### src/include/btb_cfg.svh
// Branch target buffer sizes
`ifndef BTB_CFG_SVH
`define BTB_CFG_SVH

// Address split: tag | index | word offset
`define BTB_ADDR_BITS     32
`define BTB_INDEX_BITS    10
`define BTB_INDEX_LSB     2
`define BTB_TAG_BITS      20
`define BTB_TAG_ADDR_LSB  12

// Geometry
`define BTB_SETS          1024
`define BTB_WAYS          2

// Set word: {lru, way1, way0}, each way is {tag, target}
`define BTB_WAY_BITS      52
`define BTB_SET_BITS      105
`define BTB_TGT_POS       0
`define BTB_TAG_POS       32
`define BTB_WAY1_POS      52
`define BTB_LRU_POS       104

`endif

### src/source/btb_pkg.sv
// Branch target buffer types
`include "btb_cfg.svh"

package btb_pkg;

    // Branch PC or predicted target
    typedef logic [`BTB_ADDR_BITS-1:0]  btb_addr_t;

    // Set select, taken from PC bits 11:2
    typedef logic [`BTB_INDEX_BITS-1:0] btb_index_t;

    // Upper PC bits kept per way
    typedef logic [`BTB_TAG_BITS-1:0]   btb_tag_t;

    // One stored set, two ways plus the LRU bit
    typedef logic [`BTB_SET_BITS-1:0]   btb_set_t;

    // Valid bit per way, bit 0 for way 0
    typedef logic [`BTB_WAYS-1:0]       btb_valid_t;

    typedef enum logic [1:0] {
        LK_IDLE,
        LK_REQ,
        LK_READ,
        LK_WRITE
    } lookup_state_t;

    typedef enum logic [1:0] {
        UP_IDLE,
        UP_REQ,
        UP_READ,
        UP_WRITE
    } update_state_t;

endpackage

### src/source/btb_mem_if.sv
// Set memory client port
`timescale 1ns/1ps

interface btb_mem_if;

    // Request side, driven by the engine
    logic                  req;
    logic                  we;
    btb_pkg::btb_index_t   index;
    btb_pkg::btb_set_t     wdata;
    btb_pkg::btb_valid_t   wvalid;

    // Response side, driven by the arbiter
    logic                  gnt;
    btb_pkg::btb_set_t     rdata;
    btb_pkg::btb_valid_t   rvalid;

    // Engine view
    modport client (
        output req,
        output we,
        output index,
        output wdata,
        output wvalid,
        input  gnt,
        input  rdata,
        input  rvalid
    );

    // Arbiter view
    modport arbiter (
        input  req,
        input  we,
        input  index,
        input  wdata,
        input  wvalid,
        output gnt,
        output rdata,
        output rvalid
    );

endinterface

### src/source/btb_arbiter.sv
// Set memory arbiter
`timescale 1ns/1ps

module btb_arbiter (
    input  logic                CLK,
    input  logic                RESET,
    btb_mem_if.arbiter          lk,
    btb_mem_if.arbiter          up,
    output btb_pkg::btb_index_t index,
    output logic                we,
    output btb_pkg::btb_set_t   wdata,
    output btb_pkg::btb_valid_t wvalid,
    input  btb_pkg::btb_set_t   rdata,
    input  btb_pkg::btb_valid_t rvalid
);

    logic lk_own;
    logic up_own;
    logic free;
    logic gnt_lk;
    logic gnt_up;

    // Nobody holds the memory
    assign free = !lk_own && !up_own;

    // Update has priority when both ask on a free cycle
    assign gnt_up = up_own || (free && up.req);
    assign gnt_lk = lk_own || (free && !up.req && lk.req);

    // Ownership lasts while req stays high; the write cycle drops req and
    // still sees the grant from the owner flop
    always_ff @(posedge CLK or negedge RESET) begin
        if (!RESET) begin
            lk_own <= 1'b0;
            up_own <= 1'b0;
        end else begin
            lk_own <= gnt_lk && lk.req;
            up_own <= gnt_up && up.req;
        end
    end

    assign lk.gnt = gnt_lk;
    assign up.gnt = gnt_up;

    // Owner's request onto the memory
    assign index  = gnt_up ? up.index  : lk.index;
    assign wdata  = gnt_up ? up.wdata  : lk.wdata;
    assign wvalid = gnt_up ? up.wvalid : lk.wvalid;
    assign we     = (gnt_up && up.we) || (gnt_lk && lk.we);

    // Read data goes to both, only the owner looks at it
    assign lk.rdata  = rdata;
    assign lk.rvalid = rvalid;
    assign up.rdata  = rdata;
    assign up.rvalid = rvalid;

endmodule

### src/flat_wrapper.sv
// flat-port wrapper written by rule: the top's interface ports become plain ports
module btb_arbiter_flat 
  (CLK, RESET, index, we, wdata, wvalid, rdata, rvalid, lk_req, lk_we, lk_index, lk_wdata, lk_wvalid, lk_gnt, lk_rdata, lk_rvalid, up_req, up_we, up_index, up_wdata, up_wvalid, up_gnt, up_rdata, up_rvalid);
  btb_mem_if lk_i ();
  btb_mem_if up_i ();
  input  logic CLK;
  input  logic RESET;
  output btb_pkg::btb_index_t index;
  output logic we;
  output btb_pkg::btb_set_t wdata;
  output btb_pkg::btb_valid_t wvalid;
  input  btb_pkg::btb_set_t rdata;
  input  btb_pkg::btb_valid_t rvalid;
  input wire logic [$bits(lk_i.req)-1:0] lk_req;
  input wire logic [$bits(lk_i.we)-1:0] lk_we;
  input wire logic [$bits(lk_i.index)-1:0] lk_index;
  input wire logic [$bits(lk_i.wdata)-1:0] lk_wdata;
  input wire logic [$bits(lk_i.wvalid)-1:0] lk_wvalid;
  output wire logic [$bits(lk_i.gnt)-1:0] lk_gnt;
  output wire logic [$bits(lk_i.rdata)-1:0] lk_rdata;
  output wire logic [$bits(lk_i.rvalid)-1:0] lk_rvalid;
  input wire logic [$bits(up_i.req)-1:0] up_req;
  input wire logic [$bits(up_i.we)-1:0] up_we;
  input wire logic [$bits(up_i.index)-1:0] up_index;
  input wire logic [$bits(up_i.wdata)-1:0] up_wdata;
  input wire logic [$bits(up_i.wvalid)-1:0] up_wvalid;
  output wire logic [$bits(up_i.gnt)-1:0] up_gnt;
  output wire logic [$bits(up_i.rdata)-1:0] up_rdata;
  output wire logic [$bits(up_i.rvalid)-1:0] up_rvalid;
  assign lk_i.req = lk_req;
  assign lk_i.we = lk_we;
  assign lk_i.index = lk_index;
  assign lk_i.wdata = lk_wdata;
  assign lk_i.wvalid = lk_wvalid;
  assign lk_gnt = lk_i.gnt;
  assign lk_rdata = lk_i.rdata;
  assign lk_rvalid = lk_i.rvalid;
  assign up_i.req = up_req;
  assign up_i.we = up_we;
  assign up_i.index = up_index;
  assign up_i.wdata = up_wdata;
  assign up_i.wvalid = up_wvalid;
  assign up_gnt = up_i.gnt;
  assign up_rdata = up_i.rdata;
  assign up_rvalid = up_i.rvalid;
  btb_arbiter u_core (.CLK(CLK), .RESET(RESET), .lk(lk_i), .up(up_i), .index(index), .we(we), .wdata(wdata), .wvalid(wvalid), .rdata(rdata), .rvalid(rvalid));
endmodule
### config.mk
export PLATFORM = sky130hd
export DESIGN_NAME = btb_arbiter_flat
export DESIGN_NICKNAME = d
export VERILOG_FILES = /design/src/source/btb_pkg.sv /design/src/source/btb_mem_if.sv /design/src/source/btb_arbiter.sv /design/src/flat_wrapper.sv
export VERILOG_INCLUDE_DIRS = /design/src /design/src/include
export SDC_FILE = /design/constraint.sdc
export NUM_CORES = 1
export LEC_CHECK = 0
export BUFFER_PORTS_ARGS = -buffer_cell sky130_fd_sc_hd__buf_4
export CAP_MARGIN = 15
export CORE_AREA = 4 4 266 268
export DETAILED_ROUTE_END_ITERATION = 8
export DIE_AREA = 0 0 270 272
export SLEW_MARGIN = 20
export SYNTH_ARGS = -nofsm -noshare
export SYNTH_HDL_FRONTEND = slang
export SYNTH_SLANG_ARGS = --single-unit
### constraint.sdc
create_clock -name CLK -period 1.6 [get_ports CLK]
set_input_delay 0.16 -clock CLK [delete_from_list [all_inputs] [get_ports CLK]]
set_output_delay 0.16 -clock CLK [all_outputs]
set_load 0.01 [all_outputs]
After elaboration in Yosys (flattened, before gate mapping):

Cells that the tools add are included.

* mux-type cells: 3
* reduce and logical (&&, ||, !) cells: 14

Operators by type and width (count)
* $mux 105: 1
* $mux 10: 1
* $logic_and 1x1->1: 8
* $logic_not 1->1: 3
* $logic_or 1x1->1: 3
* $mux 2: 1

* bits in registers: 2
* bits of input ports: 347
* output and inout bits: 334
* word-level logic and storage cells: 19

Logic depth before layout (Yosys ltp):

* depth after elaboration: 7
* depth in mapped cells: 6
* mapped depth without buffers: 4

Least setup slack after synthesis:

OpenSTA, ideal clock, no wires.

* kind: register -> output
* start: register u_core.lk_own
* end: output port wdata[100]
* arrival: 1.348 ns
* required time: 1.440 ns
* path slack: 0.092 ns
* stages on the path, launching flop included: 6
* buffers on the path: 2
* cell sequence: dfrtp_1 inv_2 a21oi_4 buf_4 buf_4 mux2_2

* word-level cells in the longest chain between the ends: 5

RTL lines
* start, declared: RTL line btb_arbiter.sv:17 `logic lk_own;`
* start signal, assigned: RTL line btb_arbiter.sv:37 `lk_own <= gnt_lk && lk.req;`
* $logic_not 1->1: RTL line btb_arbiter.sv:24 `assign free = !lk_own && !up_own;`
* $logic_and 1x1->1: RTL line btb_arbiter.sv:24
* $logic_and 1x1->1: RTL line btb_arbiter.sv:27 `assign gnt_up = up_own || (free && up.req);`
* $logic_or 1x1->1: RTL line btb_arbiter.sv:27
* $mux 105: RTL line btb_arbiter.sv:47 `assign wdata = gnt_up ? up.wdata : lk.wdata;`
* end, declared: RTL line flat_wrapper.sv:10 `output btb_pkg::btb_set_t wdata;`

No other way between the ends.

Worst setup path after layout:

* start: register u_core.lk_own
* end: output port wdata[41]

The elaborated chain is that of the path after synthesis.

==> flow_metrics.env <==
export IMPL_status="finished with violations"
export IMPL_violations="setup timing"
export IMPL_synthTopCellsByCount="216 x buf_4, 117 x mux2_2, 9 x buf_2"
export IMPL_cts_path_max_buffers=2
export IMPL_cts_sinks=2
export IMPL_gp_congestion=0.741
export IMPL_yosys_top_cells_area="buf_4 52%, mux2_2 42%, dfrtp_1 1.6%"
export IMPL_viasPerCell=2.20
export IMPL_wl_per_cell_microns=20.7
export IMPL_setup_viol=118
export IMPL_synth_top_area_share_pct=52.2
export IMPL_p_clk_share_pct=13.7
export IMPL_power_switching_uw=954
export IMPL_synth_main_ff_cell="dfrtp_1"
export IMPL_worstSetupStartpointType="register"
export IMPL_yosysSeqAreaShare_pct=1.61
export IMPL_grt_max_degree=24
export IMPL_slew_violations=0
export IMPL_worst_slew_pin_slew_ns=0.188
export IMPL_fmaxAchievable_mhz=522
export IMPL_fin_worst_skew_ns=0.00132
export IMPL_die_area_sq_um=73400
export IMPL_ys_types=11
export IMPL_drive_above_1_share_pct=98.4
export IMPL_rows=96
export IMPL_grt_remaining_overflow=0
export IMPL_initial_core_util_pct=4.54
export IMPL_swShare_pct=35.3
export IMPL_clock_root_buffer="clkbuf_16"
export IMPL_synth_fp_nets=700
export IMPL_grt_first_pass_wirelength_microns=35400
export IMPL_drc_errors=0
export IMPL_power_frac_seq_pct=2.2
export IMPL_final_core_util_pct=9.11
export IMPL_clkLatencyLatePin_ns=0.22
export IMPL_yosys_warnings=0
export IMPL_vdd_ir_drop_worst_v=0.000182
export IMPL_cp_required_ns=1.44
export IMPL_p_per_area_nw_per_um2=435
export IMPL_firstDrtPassIters=3
export IMPL_hpwl_microns=26000
export IMPL_portBuffers=359
export IMPL_boundaryPins=681
export IMPL_die_y_microns=272
export IMPL_power_leakage_nw=2.82
export IMPL_power_frac_comb_pct=84.1
export IMPL_diodes=0
export IMPL_cts_made_buffers=3
export IMPL_cts_tree="done"
export IMPL_cts_htree_levels=1
export IMPL_die_width_microns=270
export IMPL_design_core_area_sq_um=68300
export IMPL_fillers=7964
export IMPL_ys_ff_latch=2
export IMPL_synth_cells=353
export IMPL_vias=3070
export IMPL_synthMostInstantiatedCell="buf_4"
export IMPL_async_flop_share_pct=100
export IMPL_pre_cts_slack_ns=-0.215
export IMPL_final_antenna_net_count=0
export IMPL_p_int_mw=1.75
export IMPL_wl_microns=29000
export IMPL_grtUsageTotal_pct=7.28
export IMPL_synth_edf_count=0
export IMPL_hold_ws_ns=0.174
export IMPL_hp_class="in2reg"
export IMPL_crit_type="reg2out"
export IMPL_cts_reportedPaths_clkPinSlew_ns=0.03
export IMPL_critPathMaxFanout=23
export IMPL_synth_largest_area_cell="buf_4"
export IMPL_fin_ws_ns=-0.315
export IMPL_grt_pass1_vias=3528
export IMPL_finalHoldViolCount=0
export IMPL_antenna_found_initial=3
export IMPL_syn_to_final_growth_pct=100
export IMPL_syn_area_sq_um=3100
export IMPL_drv_cap=0
export IMPL_end_kind="output pin"
export IMPL_fin_nets=863
export IMPL_arrival_ns=1.75
export IMPL_tns_ns=-28.91
export IMPL_period_needed_ns=1.91
export IMPL_timing_final_crit_share_pct=120
export IMPL_relSlewSlack_pct=87.5
export IMPL_syn_area_per_cell_sq_um=8.79
export IMPL_rsz0062_at_grt="yes"
export IMPL_drt_iter0_markers=41
-- state kept, by name, summed over array words and instances (netlist names) --
| register | cells |
|---|---|
| u_core.up_own | 1 |
| u_core.lk_own | 1 |
-- through the flow --
step | instance area, sq um | power (mW) | instances
6_report | 6220 | 2.71 | 1396
5_1_grt | 6220 | 2.90 | 1396
4_1_cts | 6020 | 2.71 | 1394
3_5_place_dp | 5390 | 2.02 | 1381
3_3_place_gp | 5390 | 2.02 | 1381
2_1_floorplan | 3100 | 1.25 | 353
-- logic make-up after synthesis --
group,count (synthesis),synth area share (%)
AO/OA/AOI/OAI,5,1.53
multiplexers,117,42.4
flip-flops,2,1.61
AND/OR/NAND/NOR,1,0.121
buffers and inverters,228,54.3
-- repair_timing --
action                                  CTS  global route
endpoints found under the hold margin     2             0
endpoints found under the setup margin  118           119
cloned                                    3             2
resized for setup                       111            51
setup buffers                             6             3
hold buffers                              1             0
pin swaps                                 1             0
-- routing by layer --
layer / vias to the layer above / global-route usage, % / share of wire (%)
li1: 1278 / - / -
met1: 1274 / 7.80 / 37
met2: 403 / 11.8 / 45
met3: 109 / 4.40 / 14
met4: 6 / 2.67 / 4.4
met5: - / 0 / 0.15
-- layout make-up --
type / count / area, sq um / area share [%]
well taps: 882 / 1100 / 17.7
clock buffers: 3 / 75.1 / 1.21
multi-input cells: 123 / 1630 / 26.2
inverters: 2 / 7.51 / 0.121
flip-flops and latches: 2 / 50.0 / 0.804
repair buffers: 384 / 3360 / 53.9
-- worst max-delay path, stage by stage (launching register included) --
cell,delay (ns)
dfrtp_1,0.37
inv_2,0.07
a21oi_4,0.17
buf_12,0.17
buf_16,0.18
mux2_2,0.38
buf_4,0.16
-- placed cells by master, fill, tap and decap left out --
| cell type | synthesis | layout |
|---|---|---|
| mux2_4 | 0 | 70 |
| clkbuf_16 | 0 | 4 |
| dlygate4sd3_1 | 0 | 1 |
| buf_6 | 1 | 74 |
| o21a_1 | 2 | 2 |
| buf_12 | 0 | 7 |
| buf_16 | 0 | 4 |
| inv_2 | 2 | 2 |
| dfrtp_1 | 2 | 2 |
| buf_8 | 0 | 1 |
| a22o_1 | 1 | 1 |
| a21o_1 | 1 | 1 |
| buf_4 | 216 | 296 |
| mux2_2 | 117 | 47 |
| a21oi_4 | 1 | 1 |
| nor2_1 | 1 | 1 |
-- power groups by stage --
stage | Combinational (mW) | Clock (mW) | Sequential (mW)
2_1_floorplan | 1.19 | 0 | 0.0589
3_3_place_gp | 1.96 | 0 | 0.0599
3_5_place_dp | 1.96 | 0 | 0.0597
4_1_cts | 2.27 | 0.381 | 0.0590
5_1_grt | 2.45 | 0.384 | 0.0597
6_report | 2.28 | 0.370 | 0.0588
-- path summary, 6_finish.rpt --
check | startpoint | to | slack [ns] | depth (start not counted)
max in group asynchronous | RESET | u_core.up_own | 1.15 | 2
hold reg to reg | u_core.up_own | u_core.up_own | 0.65 | 2
hold / removal | lk_req | u_core.lk_own | 0.17 | 2
min in group asynchronous | RESET | u_core.lk_own | 0.36 | 2
setup reg to reg | u_core.lk_own | u_core.lk_own | 0.65 | 3
setup / recovery | u_core.lk_own | wdata[41] | -0.31 | 6
No activity file was read; power rests on OpenSTA's default activity.
