`src/include/btb_cfg.svh`:
```
// Branch target buffer sizes
`ifndef BTB_CFG_SVH
`define BTB_CFG_SVH

// Address split: tag | index | word offset
`define BTB_ADDR_BITS     32
`define BTB_INDEX_BITS    10
`define BTB_INDEX_LSB     2
`define BTB_TAG_BITS      20
`define BTB_TAG_ADDR_LSB  12

// Geometry
`define BTB_SETS          1024
`define BTB_WAYS          2

// Set word: {lru, way1, way0}, each way is {tag, target}
`define BTB_WAY_BITS      52
`define BTB_SET_BITS      105
`define BTB_TGT_POS       0
`define BTB_TAG_POS       32
`define BTB_WAY1_POS      52
`define BTB_LRU_POS       104

`endif

```
`src/source/btb_pkg.sv`:
```
// Branch target buffer types
`include "btb_cfg.svh"

package btb_pkg;

    // Branch PC or predicted target
    typedef logic [`BTB_ADDR_BITS-1:0]  btb_addr_t;

    // Set select, taken from PC bits 11:2
    typedef logic [`BTB_INDEX_BITS-1:0] btb_index_t;

    // Upper PC bits kept per way
    typedef logic [`BTB_TAG_BITS-1:0]   btb_tag_t;

    // One stored set, two ways plus the LRU bit
    typedef logic [`BTB_SET_BITS-1:0]   btb_set_t;

    // Valid bit per way, bit 0 for way 0
    typedef logic [`BTB_WAYS-1:0]       btb_valid_t;

    typedef enum logic [1:0] {
        LK_IDLE,
        LK_REQ,
        LK_READ,
        LK_WRITE
    } lookup_state_t;

    typedef enum logic [1:0] {
        UP_IDLE,
        UP_REQ,
        UP_READ,
        UP_WRITE
    } update_state_t;

endpackage

```
`src/source/btb_mem_if.sv`:
```
// Set memory client port
`timescale 1ns/1ps

interface btb_mem_if;

    // Request side, driven by the engine
    logic                  req;
    logic                  we;
    btb_pkg::btb_index_t   index;
    btb_pkg::btb_set_t     wdata;
    btb_pkg::btb_valid_t   wvalid;

    // Response side, driven by the arbiter
    logic                  gnt;
    btb_pkg::btb_set_t     rdata;
    btb_pkg::btb_valid_t   rvalid;

    // Engine view
    modport client (
        output req,
        output we,
        output index,
        output wdata,
        output wvalid,
        input  gnt,
        input  rdata,
        input  rvalid
    );

    // Arbiter view
    modport arbiter (
        input  req,
        input  we,
        input  index,
        input  wdata,
        input  wvalid,
        output gnt,
        output rdata,
        output rvalid
    );

endinterface

```
`src/source/btb_lookup.sv`:
```
// Branch target buffer lookup engine
`timescale 1ns/1ps
`include "btb_cfg.svh"

module btb_lookup (
    input  logic               CLK,
    input  logic               RESET,
    input  logic               lookup_req,
    input  btb_pkg::btb_addr_t lookup_pc,
    output logic               lookup_busy,
    output logic               pred_done,
    output logic               pred_hit,
    output btb_pkg::btb_addr_t pred_target,
    btb_mem_if.client          mem
);

    btb_pkg::lookup_state_t state_q;
    btb_pkg::btb_addr_t     pc_q;
    btb_pkg::btb_set_t      set_q;
    btb_pkg::btb_valid_t    vld_q;
    btb_pkg::btb_set_t      new_set;
    btb_pkg::btb_tag_t      tag;
    logic                   hit0;
    logic                   hit1;
    logic                   hit;
    btb_pkg::btb_addr_t     hit_target;

    assign tag = pc_q[`BTB_TAG_ADDR_LSB +: `BTB_TAG_BITS];

    // Tag compare on both ways, way 0 first
    assign hit0 = mem.rvalid[0] && (mem.rdata[`BTB_TAG_POS +: `BTB_TAG_BITS] == tag);
    assign hit1 = mem.rvalid[1] &&
                  (mem.rdata[`BTB_WAY1_POS + `BTB_TAG_POS +: `BTB_TAG_BITS] == tag);
    assign hit  = hit0 || hit1;
    assign hit_target = hit0 ? mem.rdata[`BTB_TGT_POS +: `BTB_ADDR_BITS]
                             : mem.rdata[`BTB_WAY1_POS + `BTB_TGT_POS +: `BTB_ADDR_BITS];

    // Touch LRU on a hit, a miss writes the set back as read
    always_comb begin
        new_set = mem.rdata;
        if (hit) begin
            new_set[`BTB_LRU_POS] = !hit0;
        end
    end

    always_ff @(posedge CLK or negedge RESET) begin
        if (!RESET) begin
            state_q     <= btb_pkg::LK_IDLE;
            pred_done   <= 1'b0;
            pred_hit    <= 1'b0;
            pred_target <= '0;
        end else begin
            pred_done <= 1'b0;
            case (state_q)
                btb_pkg::LK_IDLE: begin
                    if (lookup_req) state_q <= btb_pkg::LK_REQ;
                end
                btb_pkg::LK_REQ: begin
                    if (mem.gnt) state_q <= btb_pkg::LK_READ;
                end
                btb_pkg::LK_READ: begin
                    state_q     <= btb_pkg::LK_WRITE;
                    pred_done   <= 1'b1;
                    pred_hit    <= hit;
                    pred_target <= hit ? hit_target : '0;
                end
                default: state_q <= btb_pkg::LK_IDLE;
            endcase
        end
    end

    // PC and write-back set
    always_ff @(posedge CLK) begin
        if (state_q == btb_pkg::LK_IDLE && lookup_req) pc_q <= lookup_pc;
        if (state_q == btb_pkg::LK_READ) begin
            set_q <= new_set;
            vld_q <= mem.rvalid;
        end
    end

    assign lookup_busy = (state_q != btb_pkg::LK_IDLE);

    assign mem.req    = (state_q == btb_pkg::LK_REQ) || (state_q == btb_pkg::LK_READ);
    assign mem.we     = (state_q == btb_pkg::LK_WRITE);
    assign mem.index  = pc_q[`BTB_INDEX_LSB +: `BTB_INDEX_BITS];
    assign mem.wdata  = set_q;
    assign mem.wvalid = vld_q;

endmodule

```
`src/flat_wrapper.sv`:
```
// flat-port wrapper written by rule: the top's interface ports become plain ports
module btb_lookup_flat 
  (CLK, RESET, lookup_req, lookup_pc, lookup_busy, pred_done, pred_hit, pred_target, mem_req, mem_we, mem_index, mem_wdata, mem_wvalid, mem_gnt, mem_rdata, mem_rvalid);
  btb_mem_if mem_i ();
  input  logic CLK;
  input  logic RESET;
  input  logic lookup_req;
  input  btb_pkg::btb_addr_t lookup_pc;
  output logic lookup_busy;
  output logic pred_done;
  output logic pred_hit;
  output btb_pkg::btb_addr_t pred_target;
  output wire logic [$bits(mem_i.req)-1:0] mem_req;
  output wire logic [$bits(mem_i.we)-1:0] mem_we;
  output wire logic [$bits(mem_i.index)-1:0] mem_index;
  output wire logic [$bits(mem_i.wdata)-1:0] mem_wdata;
  output wire logic [$bits(mem_i.wvalid)-1:0] mem_wvalid;
  input wire logic [$bits(mem_i.gnt)-1:0] mem_gnt;
  input wire logic [$bits(mem_i.rdata)-1:0] mem_rdata;
  input wire logic [$bits(mem_i.rvalid)-1:0] mem_rvalid;
  assign mem_req = mem_i.req;
  assign mem_we = mem_i.we;
  assign mem_index = mem_i.index;
  assign mem_wdata = mem_i.wdata;
  assign mem_wvalid = mem_i.wvalid;
  assign mem_i.gnt = mem_gnt;
  assign mem_i.rdata = mem_rdata;
  assign mem_i.rvalid = mem_rvalid;
  btb_lookup u_core (.CLK(CLK), .RESET(RESET), .lookup_req(lookup_req), .lookup_pc(lookup_pc), .lookup_busy(lookup_busy), .pred_done(pred_done), .pred_hit(pred_hit), .pred_target(pred_target), .mem(mem_i));
endmodule
```
`config.mk`:
```
export PLATFORM = sky130hd
export DESIGN_NAME = btb_lookup_flat
export DESIGN_NICKNAME = d
export VERILOG_FILES = /design/src/source/btb_pkg.sv /design/src/source/btb_mem_if.sv /design/src/source/btb_lookup.sv /design/src/flat_wrapper.sv
export VERILOG_INCLUDE_DIRS = /design/src /design/src/include
export SDC_FILE = /design/constraint.sdc
export NUM_CORES = 1
export LEC_CHECK = 0
export ABC_CLOCK_PERIOD_IN_PS = 5550
export BUFFER_PORTS_ARGS = -buffer_cell sky130_fd_sc_hd__buf_2
export CORE_UTILIZATION = 45
export DETAILED_ROUTE_END_ITERATION = 16
export HOLD_SLACK_MARGIN = 0.05
export MAX_ROUTING_LAYER = met4
export PLACE_DENSITY = 0.78
export SLEW_MARGIN = 5
export SYNTH_ARGS = -nofsm -noshare
export SYNTH_HDL_FRONTEND = slang
export SYNTH_SLANG_ARGS = --single-unit
```
`constraint.sdc`:
```
create_clock -name CLK -period 5.55 [get_ports CLK]
set_input_delay 1.11 -clock CLK [delete_from_list [all_inputs] [get_ports CLK]]
set_output_delay 1.11 -clock CLK [all_outputs]
set_load 0.02 [all_outputs]
```
# Word-level counts from Yosys, hierarchy flattened
# Cells that the tools add are included.
[word_totals]
memories = 0
word_cells = 30
rom_bits = 0
ramBits = 0
regBits = 175
in_bits = 143
latchBits = 0
[classes]
n_mux = 7
n_eq_ne = 7
div = 0
order_cmp = 0
n_reduce_logical = 9
n_addsub = 0
shifts = 0
bitwise_logic = 0
n_mul = 0
[op_table]
columns = ["op", "n"]
rows = [
  ["2-to-1 mux 32 bit", 2],
  ["== test 20 bit", 2],
  ["one-hot mux 2 bit (3 select lines)", 1],
  ["== test 2 bit (second input constant)", 2],
  ["2-to-1 mux 2 bit", 2],
  ["!= test 2 bit (second input constant)", 2],
  ["logical AND 1 bit", 3],
  ["== test 2 x 1 -> 1 bit (second input constant)", 1],
  ["zero test 2 bit", 1],
  ["logical OR 1 bit", 2],
  ["2-to-1 mux 1 bit", 2],
  ["AND reduction 2 bit", 1],
  ["nonzero test 2 bit", 1],
  ["zero test 1 bit", 1],
]

# Logic depth before layout (Yosys ltp)
[logic_depth]
ltp_word = 4
mapped_depth = 7
depth_no_buf = 6

# Worst setup path after synthesis
# OpenSTA, ideal clock, no wires.
[synth_path]
kind = "flip-flop to flip-flop"
start = "register u_core.state_q[0]"
end = "register u_core.pred_target[0]"
arrival_time_ps = 4375
path_stages_with_launch = 8
synth_period_minus_slack_ps = 4441
slack_ps = 1109
path_cell_list = "dfrtp_1 > inv_1 > ha_1 > buf_4 > inv_1 > a2111oi_4 > buf_6 > a221o_1"
[synth_between]
elab_chain_len = 1
[synth_rtl]
columns = ["element", "line_no", "text"]
rows = [
  ["start: declaration", "btb_lookup.sv:17", "btb_pkg::lookup_state_t state_q;"],
  ["start signal: assignment", "btb_lookup.sv:48", "state_q <= btb_pkg::LK_IDLE;"],
  ["start signal: assignment", "btb_lookup.sv:56", "if (lookup_req) state_q <= btb_pkg::LK_REQ;"],
  ["start signal: assignment", "btb_lookup.sv:59", "if (mem.gnt) state_q <= btb_pkg::LK_READ;"],
  ["== test 2 bit", "btb_lookup.sv:54", "case (state_q)"],
  ["end signal: assignment", "btb_lookup.sv:65", "pred_target <= hit ? hit_target : '0;"],
  ["end: declaration", "btb_lookup.sv:13", "output btb_pkg::btb_addr_t pred_target,"],
]
# No other way between the ends.
# A chain may end at the register's enable or synchronous reset.

# Final worst setup path
[layout_path]
start = "input mem_rdata[41]"
end = "register u_core.pred_target[21]"
[layout_between]
elab_chain_len = 4
[layout_rtl]
columns = ["element", "line_no", "text"]
rows = [
  ["start: declaration", "flat_wrapper.sv:19", "input wire logic [$bits(mem_i.rdata)-1:0] mem_rdata;"],
  ["== test 20 bit *", "btb_lookup.sv:31", "assign hit0 = mem.rvalid[0] && (mem.rdata[`BTB_TAG_POS +: `BTB_TAG_BITS] == tag);"],
  ["logical AND 1 bit *", "btb_lookup.sv:31", ""],
  ["2-to-1 mux 32 bit or logical OR 1 bit (tied branches)", "btb_lookup.sv:35, btb_lookup.sv:34", ""],
  ["2-to-1 mux 32 bit *", "btb_lookup.sv:65", ""],
]
# Mark *: on every way between the ends. The rest lies on a longest branch, timed or not.

==> impl_results.md <==
* Status: finished, final reports clean
* Clock skew at 14.6 ps
* Worst-path clk slew at 60 ps
* First-pass GRT wire length at 22,300 microns
* Reg2reg start: u_core.state_q[0]
* Startpoint Class: primary input
* DRT Pass-1 Iters at 5
* Gr ovfl total at 0
* # IOs at 297
* Setup_tns at 0 ps
* Rel. slew slack at 43.4%
* # setup viols final at 0
* Switching share of power at 31.4%
* Commonest cells post-synth: 137 x edfxtp_1, 36 x dfrtp_1, 36 x xnor2_1, 30 x a221o_1, 22 x and2b_2
* Met3 routed WL at 1340 microns
* Top sig layer: met4
* Routed vias at 4,134
* P_sw at 1280 uW
* Final hold viol count at 0
* Initial DRC Count at 308
* Cts hold-fix bufs at 0
* Critical path type: in2reg
* Nets@finish at 782
* Hold_sp: u_core.pred_hit
* Critical Path Fanout Max at 31
* Post-Route WL at 15,200 microns
* # DRC at 0
* P_leak at 0.00381 uW
* Initial antenna violation count at 0
* Async set-reset flop share out of synthesis at 20.8%
* Cell variety after synth at 32
* Sequential Power Share at 45.8%
* Via density at 4.99
* PwrDens at 475 mW/mm^2
* Min-Delay Path Class: reg2reg
* Int Pwr at 2800 uW
* Setup bufs post-CTS at 0
* FILL cells at 1,052
* Crit path launch: mem_rdata[41]
* Routed Antenna Nets at 0
* RePlAce Congestion at 0.760
* Clock Path Buffers at 2
* Global Route Usage Sum at 21.7%
* Max Clock Freq at 379 MHz
* CTS tree: built
* Final Cycle Share at 47.5%
* Comb pwr share at 24.6%
* Share of cells above drive strength 1 at 55.7%
* Routed len/inst at 18.4 microns
* Antenna cells at 0
* CTS resizes at 0
* Tot Pwr at 4090 uW
* RSZ-0062 raised after global routing: false
* Sinks on Clock Net at 173
* Top-count cell post-synth: edfxtp_1
* DP HPWL at 11,300 microns
* Area leader, netlist: edfxtp_1
* Met2 wire len at 7990 microns
* Critical path arrival at 2990 ps
* H-tree Lvls at 4
* Clock latency on the worst-skew pair at 420 ps
* Synth area leaders: edfxtp_1 64%, dfrtp_1 14%, xnor2_1 4.9%
* Clock power share at 29.6%
* Worst endpoint required time at 5900 ps
* Synthesized instance count at 337
* Syn_area_per_cell at 19.0 sq um
* Synthesized area at 0.00639 sq mm
* Core area at 0.0139 sq mm
* Ys Warns at 0
* Yosys top cell area share at 64.4%
* Metal-1 WL at 5690 microns
* Chip width at 121 microns
* Root Buffer: clkbuf_16
* Row cnt at 43
* CTS buffer count at 17
* Maxcap violations at 0
* EDFF count, synth at 137
* IR drop worst, VDD at 0.000265 V
* IO Port Bufs at 294
* Total Die Area at 0.0147 sq mm
* Initial Util at 46.0%
* Syn-to-layout area delta at 34.7%
* Sequential area share after synthesis at 78.5%
* CP endpoint kind: flip-flop
* Final Max Tran Viols at 0
* Fin crit period at 2640 ps
* Vias in the first global route at 4,258
* Synthesized Nets at 484
* Largest net degree at the start of global routing at 69
* Yosys reg bits at 173
* Die Y at 121 microns
* Worst Tran Pin Value at 848 ps
* Post-synth top flop: edfxtp_1
-- power groups by stage --
| stage | sequential [uW] | combinational [uW] | clock, uW |
|---|---|---|---|
| floorplan | 2210 | 342 | 0 |
| finish | 1870 | 1010 | 1210 |
| detailed placement | 1900 | 1020 | 0 |
| global placement | 1880 | 996 | 0 |
| CTS | 1880 | 1020 | 1230 |
| global route | 1900 | 1080 | 1280 |
-- sequential cells by signal, summed over array words and instances (netlist names) --
name / flops
u_core.pred_target: 32
u_core.mem.wdata: 105
u_core.mem.wvalid: 2
u_core.pc_q: 30
u_core.pred_done: 1
u_core.pred_hit: 1
u_core.state_q: 2
-- area by class of cell --
type	instances	area, sq um	share of cell area (%)
Inverter	5	18.8	0.218
Tap cell	180	225	2.62
Sequential cell	173	5010	58.3
Multi-Input combinational cell	139	1230	14.3
Clock inverter	11	130	1.51
Clock buffer	21	482	5.60
Timing Repair Buffer	299	1510	17.5
-- metrics by stage --
step | setup WS [ps] | hold slack [ps] | util [%] | instances | instance area [sq um]
2_1_floorplan | 1110 | 528 | - | 337 | 6390
3_3_place_gp | 2410 | 461 | 57.6 | 796 | 8000
3_5_place_dp | 2400 | 500 | 57.6 | 796 | 8000
4_1_cts | 2850 | 514 | 62.0 | 828 | 8610
5_1_grt | 2720 | 521 | 62.0 | 828 | 8610
6_report | 2910 | 505 | 62.0 | 828 | 8610
-- placed cells by master, fill, tap and decap left out, types with 2 or more instances in the layout --
cell	count
and2b_1	8
nand2_1	4
buf_2	294
clkinv_4	3
xor2_1	4
xnor2_1	36
and2b_2	22
nor2b_1	3
ha_1	3
clkinv_2	2
a221o_2	2
nor2_1	2
edfxtp_1	137
clkbuf_16	18
o21a_1	2
nand4_1	8
bufinv_16	2
clkbuf_8	2
dfrtp_1	36
buf_4	5
inv_1	5
a221o_1	30
-- worst max-delay path, stage by stage --
cell	delay, ps
buf_2	110
xnor2_1	160
nand4_1	190
or4_1	620
nor3_4	180
buf_4	350
a221o_1	230
-- metal layers --
layer	vias up	track usage (%)
li1	1887	-
met1	1965	23.1
met2	266	37.3
met3	16	6.63
met4	0	9.26
met5	-	-
-- logic make-up (layout without fill, tap and decap cells) --
group                      count (synthesis)  after routing  synth area share, %
AOI/OAI and AO/OA                         39             39                 6.17
xor gates and xnor gates                  40             40                 5.48
and+or+nand+nor                           56             56                 6.46
DFF                                      173            173                 78.5
buffers and inverters                     25            336                 2.64
adders and majority gates                  4              4                0.783
-- path summary, 6_finish.rpt --
check                                         endpoint  slack (ps)  cells past startpoint
max in group asynchronous       u_core.pred_target[28]        4210                      1
min in group asynchronous       u_core.pred_target[12]         790                      1
worst min-delay path                   u_core.pred_hit         500                      1
worst max register to register  u_core.pred_target[15]        3150                      5
worst max-delay path            u_core.pred_target[21]        2910                      7
worst min register to register         u_core.pred_hit         500                      1
Power figures use the tool's default switching activity.
