[src/include/btb_cfg.svh]
// Branch target buffer sizes
`ifndef BTB_CFG_SVH
`define BTB_CFG_SVH

// Address split: tag | index | word offset
`define BTB_ADDR_BITS     32
`define BTB_INDEX_BITS    10
`define BTB_INDEX_LSB     2
`define BTB_TAG_BITS      20
`define BTB_TAG_ADDR_LSB  12

// Geometry
`define BTB_SETS          1024
`define BTB_WAYS          2

// Set word: {lru, way1, way0}, each way is {tag, target}
`define BTB_WAY_BITS      52
`define BTB_SET_BITS      105
`define BTB_TGT_POS       0
`define BTB_TAG_POS       32
`define BTB_WAY1_POS      52
`define BTB_LRU_POS       104

`endif

[src/source/btb_pkg.sv]
// Branch target buffer types
`include "btb_cfg.svh"

package btb_pkg;

    // Branch PC or predicted target
    typedef logic [`BTB_ADDR_BITS-1:0]  btb_addr_t;

    // Set select, taken from PC bits 11:2
    typedef logic [`BTB_INDEX_BITS-1:0] btb_index_t;

    // Upper PC bits kept per way
    typedef logic [`BTB_TAG_BITS-1:0]   btb_tag_t;

    // One stored set, two ways plus the LRU bit
    typedef logic [`BTB_SET_BITS-1:0]   btb_set_t;

    // Valid bit per way, bit 0 for way 0
    typedef logic [`BTB_WAYS-1:0]       btb_valid_t;

    typedef enum logic [1:0] {
        LK_IDLE,
        LK_REQ,
        LK_READ,
        LK_WRITE
    } lookup_state_t;

    typedef enum logic [1:0] {
        UP_IDLE,
        UP_REQ,
        UP_READ,
        UP_WRITE
    } update_state_t;

endpackage

[src/source/btb_mem_if.sv]
// Set memory client port
`timescale 1ns/1ps

interface btb_mem_if;

    // Request side, driven by the engine
    logic                  req;
    logic                  we;
    btb_pkg::btb_index_t   index;
    btb_pkg::btb_set_t     wdata;
    btb_pkg::btb_valid_t   wvalid;

    // Response side, driven by the arbiter
    logic                  gnt;
    btb_pkg::btb_set_t     rdata;
    btb_pkg::btb_valid_t   rvalid;

    // Engine view
    modport client (
        output req,
        output we,
        output index,
        output wdata,
        output wvalid,
        input  gnt,
        input  rdata,
        input  rvalid
    );

    // Arbiter view
    modport arbiter (
        input  req,
        input  we,
        input  index,
        input  wdata,
        input  wvalid,
        output gnt,
        output rdata,
        output rvalid
    );

endinterface

[src/source/btb_update.sv]
// Branch target buffer update engine
`timescale 1ns/1ps
`include "btb_cfg.svh"

module btb_update (
    input  logic               CLK,
    input  logic               RESET,
    input  logic               resolve_valid,
    input  btb_pkg::btb_addr_t resolve_pc,
    input  btb_pkg::btb_addr_t resolve_target,
    output logic               update_busy,
    btb_mem_if.client          mem
);

    btb_pkg::update_state_t state_q;
    btb_pkg::btb_addr_t     pc_q;
    btb_pkg::btb_addr_t     tgt_q;
    btb_pkg::btb_set_t      set_q;
    btb_pkg::btb_valid_t    vld_q;
    btb_pkg::btb_set_t      new_set;
    btb_pkg::btb_valid_t    new_vld;
    btb_pkg::btb_tag_t      tag;
    logic                   accept;
    logic                   match0;
    logic                   match1;
    logic                   use_way1;

    // A zero target carries no prediction
    assign accept = resolve_valid && (resolve_target != '0);

    assign tag = pc_q[`BTB_TAG_ADDR_LSB +: `BTB_TAG_BITS];

    assign match0 = mem.rvalid[0] && (mem.rdata[`BTB_TAG_POS +: `BTB_TAG_BITS] == tag);
    assign match1 = mem.rvalid[1] &&
                    (mem.rdata[`BTB_WAY1_POS + `BTB_TAG_POS +: `BTB_TAG_BITS] == tag);

    // Reuse the matching way, else take the LRU one (LRU 1 means way 0)
    assign use_way1 = !match0 && (match1 || !mem.rdata[`BTB_LRU_POS]);

    always_comb begin
        logic [`BTB_WAY_BITS-1:0] entry;
        entry = '0;
        entry[`BTB_TAG_POS +: `BTB_TAG_BITS]  = tag;
        entry[`BTB_TGT_POS +: `BTB_ADDR_BITS] = tgt_q;
        new_set = mem.rdata;
        new_vld = mem.rvalid;
        if (use_way1) begin
            new_set[`BTB_WAY1_POS +: `BTB_WAY_BITS] = entry;
            new_vld[1] = 1'b1;
        end else begin
            new_set[0 +: `BTB_WAY_BITS] = entry;
            new_vld[0] = 1'b1;
        end
        // Other way becomes least recently used
        new_set[`BTB_LRU_POS] = use_way1;
    end

    always_ff @(posedge CLK or negedge RESET) begin
        if (!RESET) begin
            state_q <= btb_pkg::UP_IDLE;
        end else begin
            case (state_q)
                btb_pkg::UP_IDLE: begin
                    if (accept) state_q <= btb_pkg::UP_REQ;
                end
                btb_pkg::UP_REQ: begin
                    if (mem.gnt) state_q <= btb_pkg::UP_READ;
                end
                btb_pkg::UP_READ: state_q <= btb_pkg::UP_WRITE;
                default:          state_q <= btb_pkg::UP_IDLE;
            endcase
        end
    end

    always_ff @(posedge CLK) begin
        if (state_q == btb_pkg::UP_IDLE && accept) begin
            pc_q  <= resolve_pc;
            tgt_q <= resolve_target;
        end
        if (state_q == btb_pkg::UP_READ) begin
            set_q <= new_set;
            vld_q <= new_vld;
        end
    end

    assign update_busy = (state_q != btb_pkg::UP_IDLE);

    assign mem.req    = (state_q == btb_pkg::UP_REQ) || (state_q == btb_pkg::UP_READ);
    assign mem.we     = (state_q == btb_pkg::UP_WRITE);
    assign mem.index  = pc_q[`BTB_INDEX_LSB +: `BTB_INDEX_BITS];
    assign mem.wdata  = set_q;
    assign mem.wvalid = vld_q;

endmodule

[src/flat_wrapper.sv]
// flat-port wrapper written by rule: the top's interface ports become plain ports
module btb_update_flat 
  (CLK, RESET, resolve_valid, resolve_pc, resolve_target, update_busy, mem_req, mem_we, mem_index, mem_wdata, mem_wvalid, mem_gnt, mem_rdata, mem_rvalid);
  btb_mem_if mem_i ();
  input  logic CLK;
  input  logic RESET;
  input  logic resolve_valid;
  input  btb_pkg::btb_addr_t resolve_pc;
  input  btb_pkg::btb_addr_t resolve_target;
  output logic update_busy;
  output wire logic [$bits(mem_i.req)-1:0] mem_req;
  output wire logic [$bits(mem_i.we)-1:0] mem_we;
  output wire logic [$bits(mem_i.index)-1:0] mem_index;
  output wire logic [$bits(mem_i.wdata)-1:0] mem_wdata;
  output wire logic [$bits(mem_i.wvalid)-1:0] mem_wvalid;
  input wire logic [$bits(mem_i.gnt)-1:0] mem_gnt;
  input wire logic [$bits(mem_i.rdata)-1:0] mem_rdata;
  input wire logic [$bits(mem_i.rvalid)-1:0] mem_rvalid;
  assign mem_req = mem_i.req;
  assign mem_we = mem_i.we;
  assign mem_index = mem_i.index;
  assign mem_wdata = mem_i.wdata;
  assign mem_wvalid = mem_i.wvalid;
  assign mem_i.gnt = mem_gnt;
  assign mem_i.rdata = mem_rdata;
  assign mem_i.rvalid = mem_rvalid;
  btb_update u_core (.CLK(CLK), .RESET(RESET), .resolve_valid(resolve_valid), .resolve_pc(resolve_pc), .resolve_target(resolve_target), .update_busy(update_busy), .mem(mem_i));
endmodule
[config.mk]
export PLATFORM = sky130hd
export DESIGN_NAME = btb_update_flat
export DESIGN_NICKNAME = d
export VERILOG_FILES = /design/src/source/btb_pkg.sv /design/src/source/btb_mem_if.sv /design/src/source/btb_update.sv /design/src/flat_wrapper.sv
export VERILOG_INCLUDE_DIRS = /design/src /design/src/include
export SDC_FILE = /design/constraint.sdc
export NUM_CORES = 1
export LEC_CHECK = 0
export ABC_AREA = 1
export ABC_CLOCK_PERIOD_IN_PS = 6800
export CAP_MARGIN = 20
export CORE_AREA = 5 5 113 115
export CTS_CLUSTER_SIZE = 25
export DETAILED_ROUTE_END_ITERATION = 10
export DIE_AREA = 0 0 118 120
export DONT_BUFFER_PORTS = 1
export HOLD_SLACK_MARGIN = 0.15
export MAX_ROUTING_LAYER = met4
export PLACE_DENSITY = 0.78
export SYNTH_ARGS = -nofsm -noshare
export SYNTH_HDL_FRONTEND = slang
export SYNTH_SLANG_ARGS = --single-unit
[constraint.sdc]
create_clock -name CLK -period 6.8 [get_ports CLK]
set_clock_uncertainty 0.2 [all_clocks]
set_input_delay 1.36 -clock CLK [delete_from_list [all_inputs] [get_ports CLK]]
set_output_delay 1.36 -clock CLK [all_outputs]
set_load 0.03 [all_outputs]
# Yosys cells after proc, flatten, opt, wreduce, memory -nomap -nowiden
# Cells that the tools add are included.
word_totals:
  reg_bits: 173
  input_bits: 175
  out_inout_bits: 120
op_classes:
  eq_ne: 7
  mux: 5
  n_reduce_logical: 13
op_table:
  columns: ["operator", "count"]
  rows:
  - ["52-bit 2-to-1 mux", 2]
  - ["20-bit == test", 2]
  - ["32-bit nonzero test", 1]
  - ["2-bit case mux with 3 select lines", 1]
  - ["1-bit logical AND", 5]
  - ["2-bit == test (second input constant)", 2]
  - ["2-bit 2-to-1 mux", 2]
  - ["2-bit by 1-bit == test with 1-bit output (second input constant)", 1]
  - ["1-bit logical NOT", 2]
  - ["2-bit logical NOT", 1]
  - ["1-bit logical OR", 2]
  - ["2-bit by 1-bit inequality test with 1-bit output (second input constant)", 1]
  - ["2-bit inequality test (second input constant)", 1]
  - ["2-bit AND reduction", 1]
  - ["2-bit nonzero test", 1]

# Longest topological paths before layout
depth:
  depth_word: 5
  mapped_depth: 13
  mapped_depth_nobuf: 11

# Worst setup path before layout
# OpenSTA, ideal clock, no wires.
synth_path:
  path_type: "input to register"
  startpoint: "input port resolve_target[7]"
  endpoint: "register u_core.pc_q[10], enable pin"
  setup_time_ns: 0.483
  arrival_ns: 4.219
  required_ns: 6.117
  path_slack_ns: 1.899
  path_stages: 6
  path_buffers: 0
  cell_sequence: "nor2_1 -> nand2_1 -> nor2_1 -> nand4_1 -> nand2_1 -> nor2_1"
synth_via:
  elab_chain_cells: 3
synth_lines:
  columns: ["element", "line_no", "rtl"]
  rows:
  - ["from (decl)", "flat_wrapper.sv:9", "input btb_pkg::btb_addr_t resolve_target;"]
  - ["32-bit nonzero test", "btb_update.sv:29", "assign accept = resolve_valid && (resolve_target != '0);"]
  - ["1-bit logical AND", "btb_update.sv:29", null]
  - ["1-bit logical AND", "btb_update.sv:76", "if (state_q == btb_pkg::UP_IDLE && accept) begin"]
  - ["to (signal assigned)", "btb_update.sv:77", "pc_q <= resolve_pc;"]
  - ["to (decl)", "btb_update.sv:16", "btb_pkg::btb_addr_t pc_q;"]
# Every way passes these cells.
# A chain may end at the register's enable or synchronous reset.

# Worst setup path after layout
layout_path:
  startpoint: "input port mem_rdata[100]"
  endpoint: "register u_core.set_q[6], in the netlist u_core.mem.wdata[6] (data pin)"
layout_via:
  elab_chain_cells: 5
layout_lines:
  columns: ["element", "line_no", "rtl"]
  rows:
  - ["from (decl)", "flat_wrapper.sv:17", "input wire logic [$bits(mem_i.rdata)-1:0] mem_rdata;"]
  - ["20-bit == test", "btb_update.sv:35", "(mem.rdata[`BTB_WAY1_POS + `BTB_TAG_POS +: `BTB_TAG_BITS] == tag);"]
  - ["1-bit logical AND", "btb_update.sv:34", "assign match1 = mem.rvalid[1] &&"]
  - ["1-bit logical OR", "btb_update.sv:38", "assign use_way1 = !match0 && (match1 || !mem.rdata[`BTB_LRU_POS]);"]
  - ["1-bit logical AND", "btb_update.sv:38", null]
  - ["52-bit 2-to-1 mux", "btb_update.sv:47", "if (use_way1) begin"]
  - ["via u_core.new_set[6]", "btb_update.sv:20", "btb_pkg::btb_set_t new_set;"]
  - ["to (signal assigned)", "btb_update.sv:81", "set_q <= new_set;"]
  - ["to (decl)", "btb_update.sv:18", "btb_pkg::btb_set_t set_q;"]
# The timed path passes the listed nets, and every way through them passes these cells.

==> impl_results.md <==
* Worst hold start: u_core.tgt_q[25]$_DFFE_PP_
* Largest net degree at the start of global routing at 107
* Worst-path clk slew at 0.06 ns
* Netlist cell types at 23
* Mapped Area at 7661 sq um
* Critical Path RT at between 6 and 7 ns
* DRC violations left at 0
* Final core occ at between 70% and 80%
* Chip Width at 118 microns
* Total wire length at 19.22 mm
* Status: completed
* Clk_lat worst skew at 0.42 ns
* Gr usage total at 27.34%
* Die H at 120 microns
* Clk buf depth at 2
* First-pass GRT wire length at 28.49 mm
* CP most frequent cell: nand2_1
* WL/cell at 21.54 microns
* Arrival time worst endpoint at 3.37 ns
* Row Count at 40
* Post-route non-filler standard cell count at between 800 and 900
* Leak at 3.489 nW
* Clock Sinks at 171
* Final-report max-slew violation count at 0
* Io pins at 295
* Core area at 11710 sq um
* Worst path max stage delay at 0.77 ns
* Dpl cells at roughly 860
* # nets final at 911
* Setup TNS at 0 ns
* Die ar. at 14160 sq um
* Worst Max-Slew Pin Slew at between 1 and 1.5 ns
* RSZ-0062 raised after global routing: false
* Number of max-cap violations at 0
* Total gr overflow at 0
* Initial DRC Count at 594
* RR Startpoint: u_core.pc_q[28]$_DFFE_PP_
* Cts bufs inserted at 17
* Async SR Flop Fraction at 1.170%
* Synth top area cells: edfxtp_1 (66%), nand2_1 (15%), nand3_1 (7.1%), nor2_1 (2.2%), inv_1 (1.9%)
* Final period util at around 48%
* Mapped Nets at 930
* Slew margin rel. at 24.30%
* Seq/Total Area, Yosys at about 67%
* Area grow syn2layout at 7.921%
* Peak supply drop at 0.3104 mV
* Crit path from: mem_rdata[100]
* Fill count at 802
* Worst Hold Class: flip-flop to flip-flop
* P per Cell Area at 428.2 nW/um^2
* Synthesized area per cell at between 10 and 15 sq um
* Final Hold Viols at 0
* Max H-tree Level at 4
* PostCTS Resize Cnt at 0
* Synthesis warning total at 0
* DRT Pass-1 Iters at 6
* Critical Setup Path Class: input port to flip-flop
* Yosys reg bits at 171
* CTS tree: done
* CP Launch Type: input port
* RD Place Congestion at between 0.8 and 0.9
* Detail Placement HPWL at 13.05 mm
* DRT antenna net count at 0
* Share of post-route cells with drive strength above 1 at 6.317%
* Buffers & Inverters on Critical Path at 2
* Top-count cell post-synth: nand2_1
* Clk root buf: clkbuf_16
* Crit path capture type: flip-flop
* Synthesized instance count at approximately 750
* Initial antenna violation count at 1
* Post-synth EDFFs at 169
* Vias in the first global route at 5154
* Synth Flop Type: edfxtp_1
* Setup-failing EPs final at 0
* Post CTS Setup Buffer Count at 0
* Final min period at 3.287 ns
* Slowest stage cell, crit path: buf_4
* Initial Util at 65.42%
* Worst Path Max Fanout at 105
* Worst-path cell chain: inv_1, nand2_1, nand2_1, nor2_1, nand2_1, nor2_1, nand3_1, nand2_4, buf_4, nand3_1, nand2_1
* Largest area contributor in the netlist: edfxtp_1
* Share of the synthesized area in the top cell type at 66.24%
* Vias per inst at 5.946
* Port buffer count at 0
* Post-synth top cells: nand2_1 (305), edfxtp_1 (169), nand3_1 (109)
* Hold-fix buffers, CTS at 0
* CP delay by family, top: simple AND/OR/NAND/NOR gates
* Fmax at 304.2 MHz
* Detailed-route via count at 5304
where the power goes:
part	switching (mW)	internal, mW
clock	0.368	0.609
combinational	0.336	0.110
sequential	0.550	1.57
total	1.25	2.29
logic make-up (layout without fill, tap and decap cells):
group | after synthesis | in the layout | share of synthesized area, %
AOI/OAI and AO/OA | 6 | 6 | 0.3918
xor gates and xnor gates | 9 | 9 | 1.029
adders and majority gates | 4 | 4 | 0.6533
buffers and inverters | 91 | 84 | 5.814
DFF | 171 | 171 | 66.90
other | 0 | 1 | 0
and+or+nand+nor | 470 | 470 | 25.22
flip-flops by register name, summed over array words and instances, names as in the netlist:
name	count
u_core.mem.wdata	105
u_core.tgt_q	32
u_core.pc_q	30
u_core.mem.wvalid	2
u_core.state_q	2
path summary, 6_finish.rpt:
kind,to,slack [ns],cells past startpoint
max in group asynchronous,u_core.state_q[1]$_DFFE_PN0P_,5.91,0
min in group asynchronous,u_core.state_q[0]$_DFFE_PN0P_,0.43,0
worst min-delay path,u_core.mem.wdata[25]$_DFFE_PP_,0.34,2
worst min register to register,u_core.mem.wdata[25]$_DFFE_PP_,0.34,2
worst max-delay path,u_core.mem.wdata[6]$_DFFE_PP_,3.51,11
worst max register to register,u_core.mem.wdata[6]$_DFFE_PP_,3.94,10
routing by layer:
metal  track usage [%]  wire (microns)
met5                 -               0
met2             43.64            9680
met4             12.47             668
met1             31.59            6931
met3             9.237            1937
tightest hold or removal path: stages (launching register included):
cell and delay [ns]:
edfxtp_1 0.34, nand2_1 0.05, nand2_1 0.05
per-stage QoR:
step | hold slack, ns | area [sq um] | setup WS [ns] | total power [mW]
6_report | 0.3399 | 8268 | 3.513 | 3.540
5_1_grt | 0.3581 | 8268 | 3.358 | 3.674
4_1_cts | 0.3411 | 8238 | 3.625 | 3.557
3_5_place_dp | 0.3257 | 7647 | 3.176 | 2.576
3_3_place_gp | 0.3098 | 7647 | 3.228 | 2.545
2_1_floorplan | 0.2901 | 7661 | 1.899 | 2.445
placed cells by master (no fill, tap or decap), types with 2 or more instances in the layout:
master     instances
buf_4              4
bufinv_16          4
clkbuf_1           5
clkbuf_16         17
clkinv_2           3
dfrtp_1            2
edfxtp_1         169
ha_1               3
inv_1             39
inv_2              9
nand2_1          305
nand2_4            2
nand3_1          109
nand4_1            2
nor2_1            44
o21ai_0            3
o21ai_1            3
or2_2              3
xnor2_1            3
xor2_1             6
area by class of cell:
cell class | count | area [sq um] | share of cell area [%]
antenna | 1 | 2.502 | 0.03027
clock buffer | 22 | 444.2 | 5.372
clock inverter | 9 | 146.4 | 1.771
inverter | 48 | 180.2 | 2.179
multi-input combinational | 489 | 2128 | 25.74
sequential | 171 | 5125 | 61.99
tap | 147 | 183.9 | 2.225
timing repair buffer | 5 | 57.56 | 0.6961
Power figures use the tool's default switching activity.
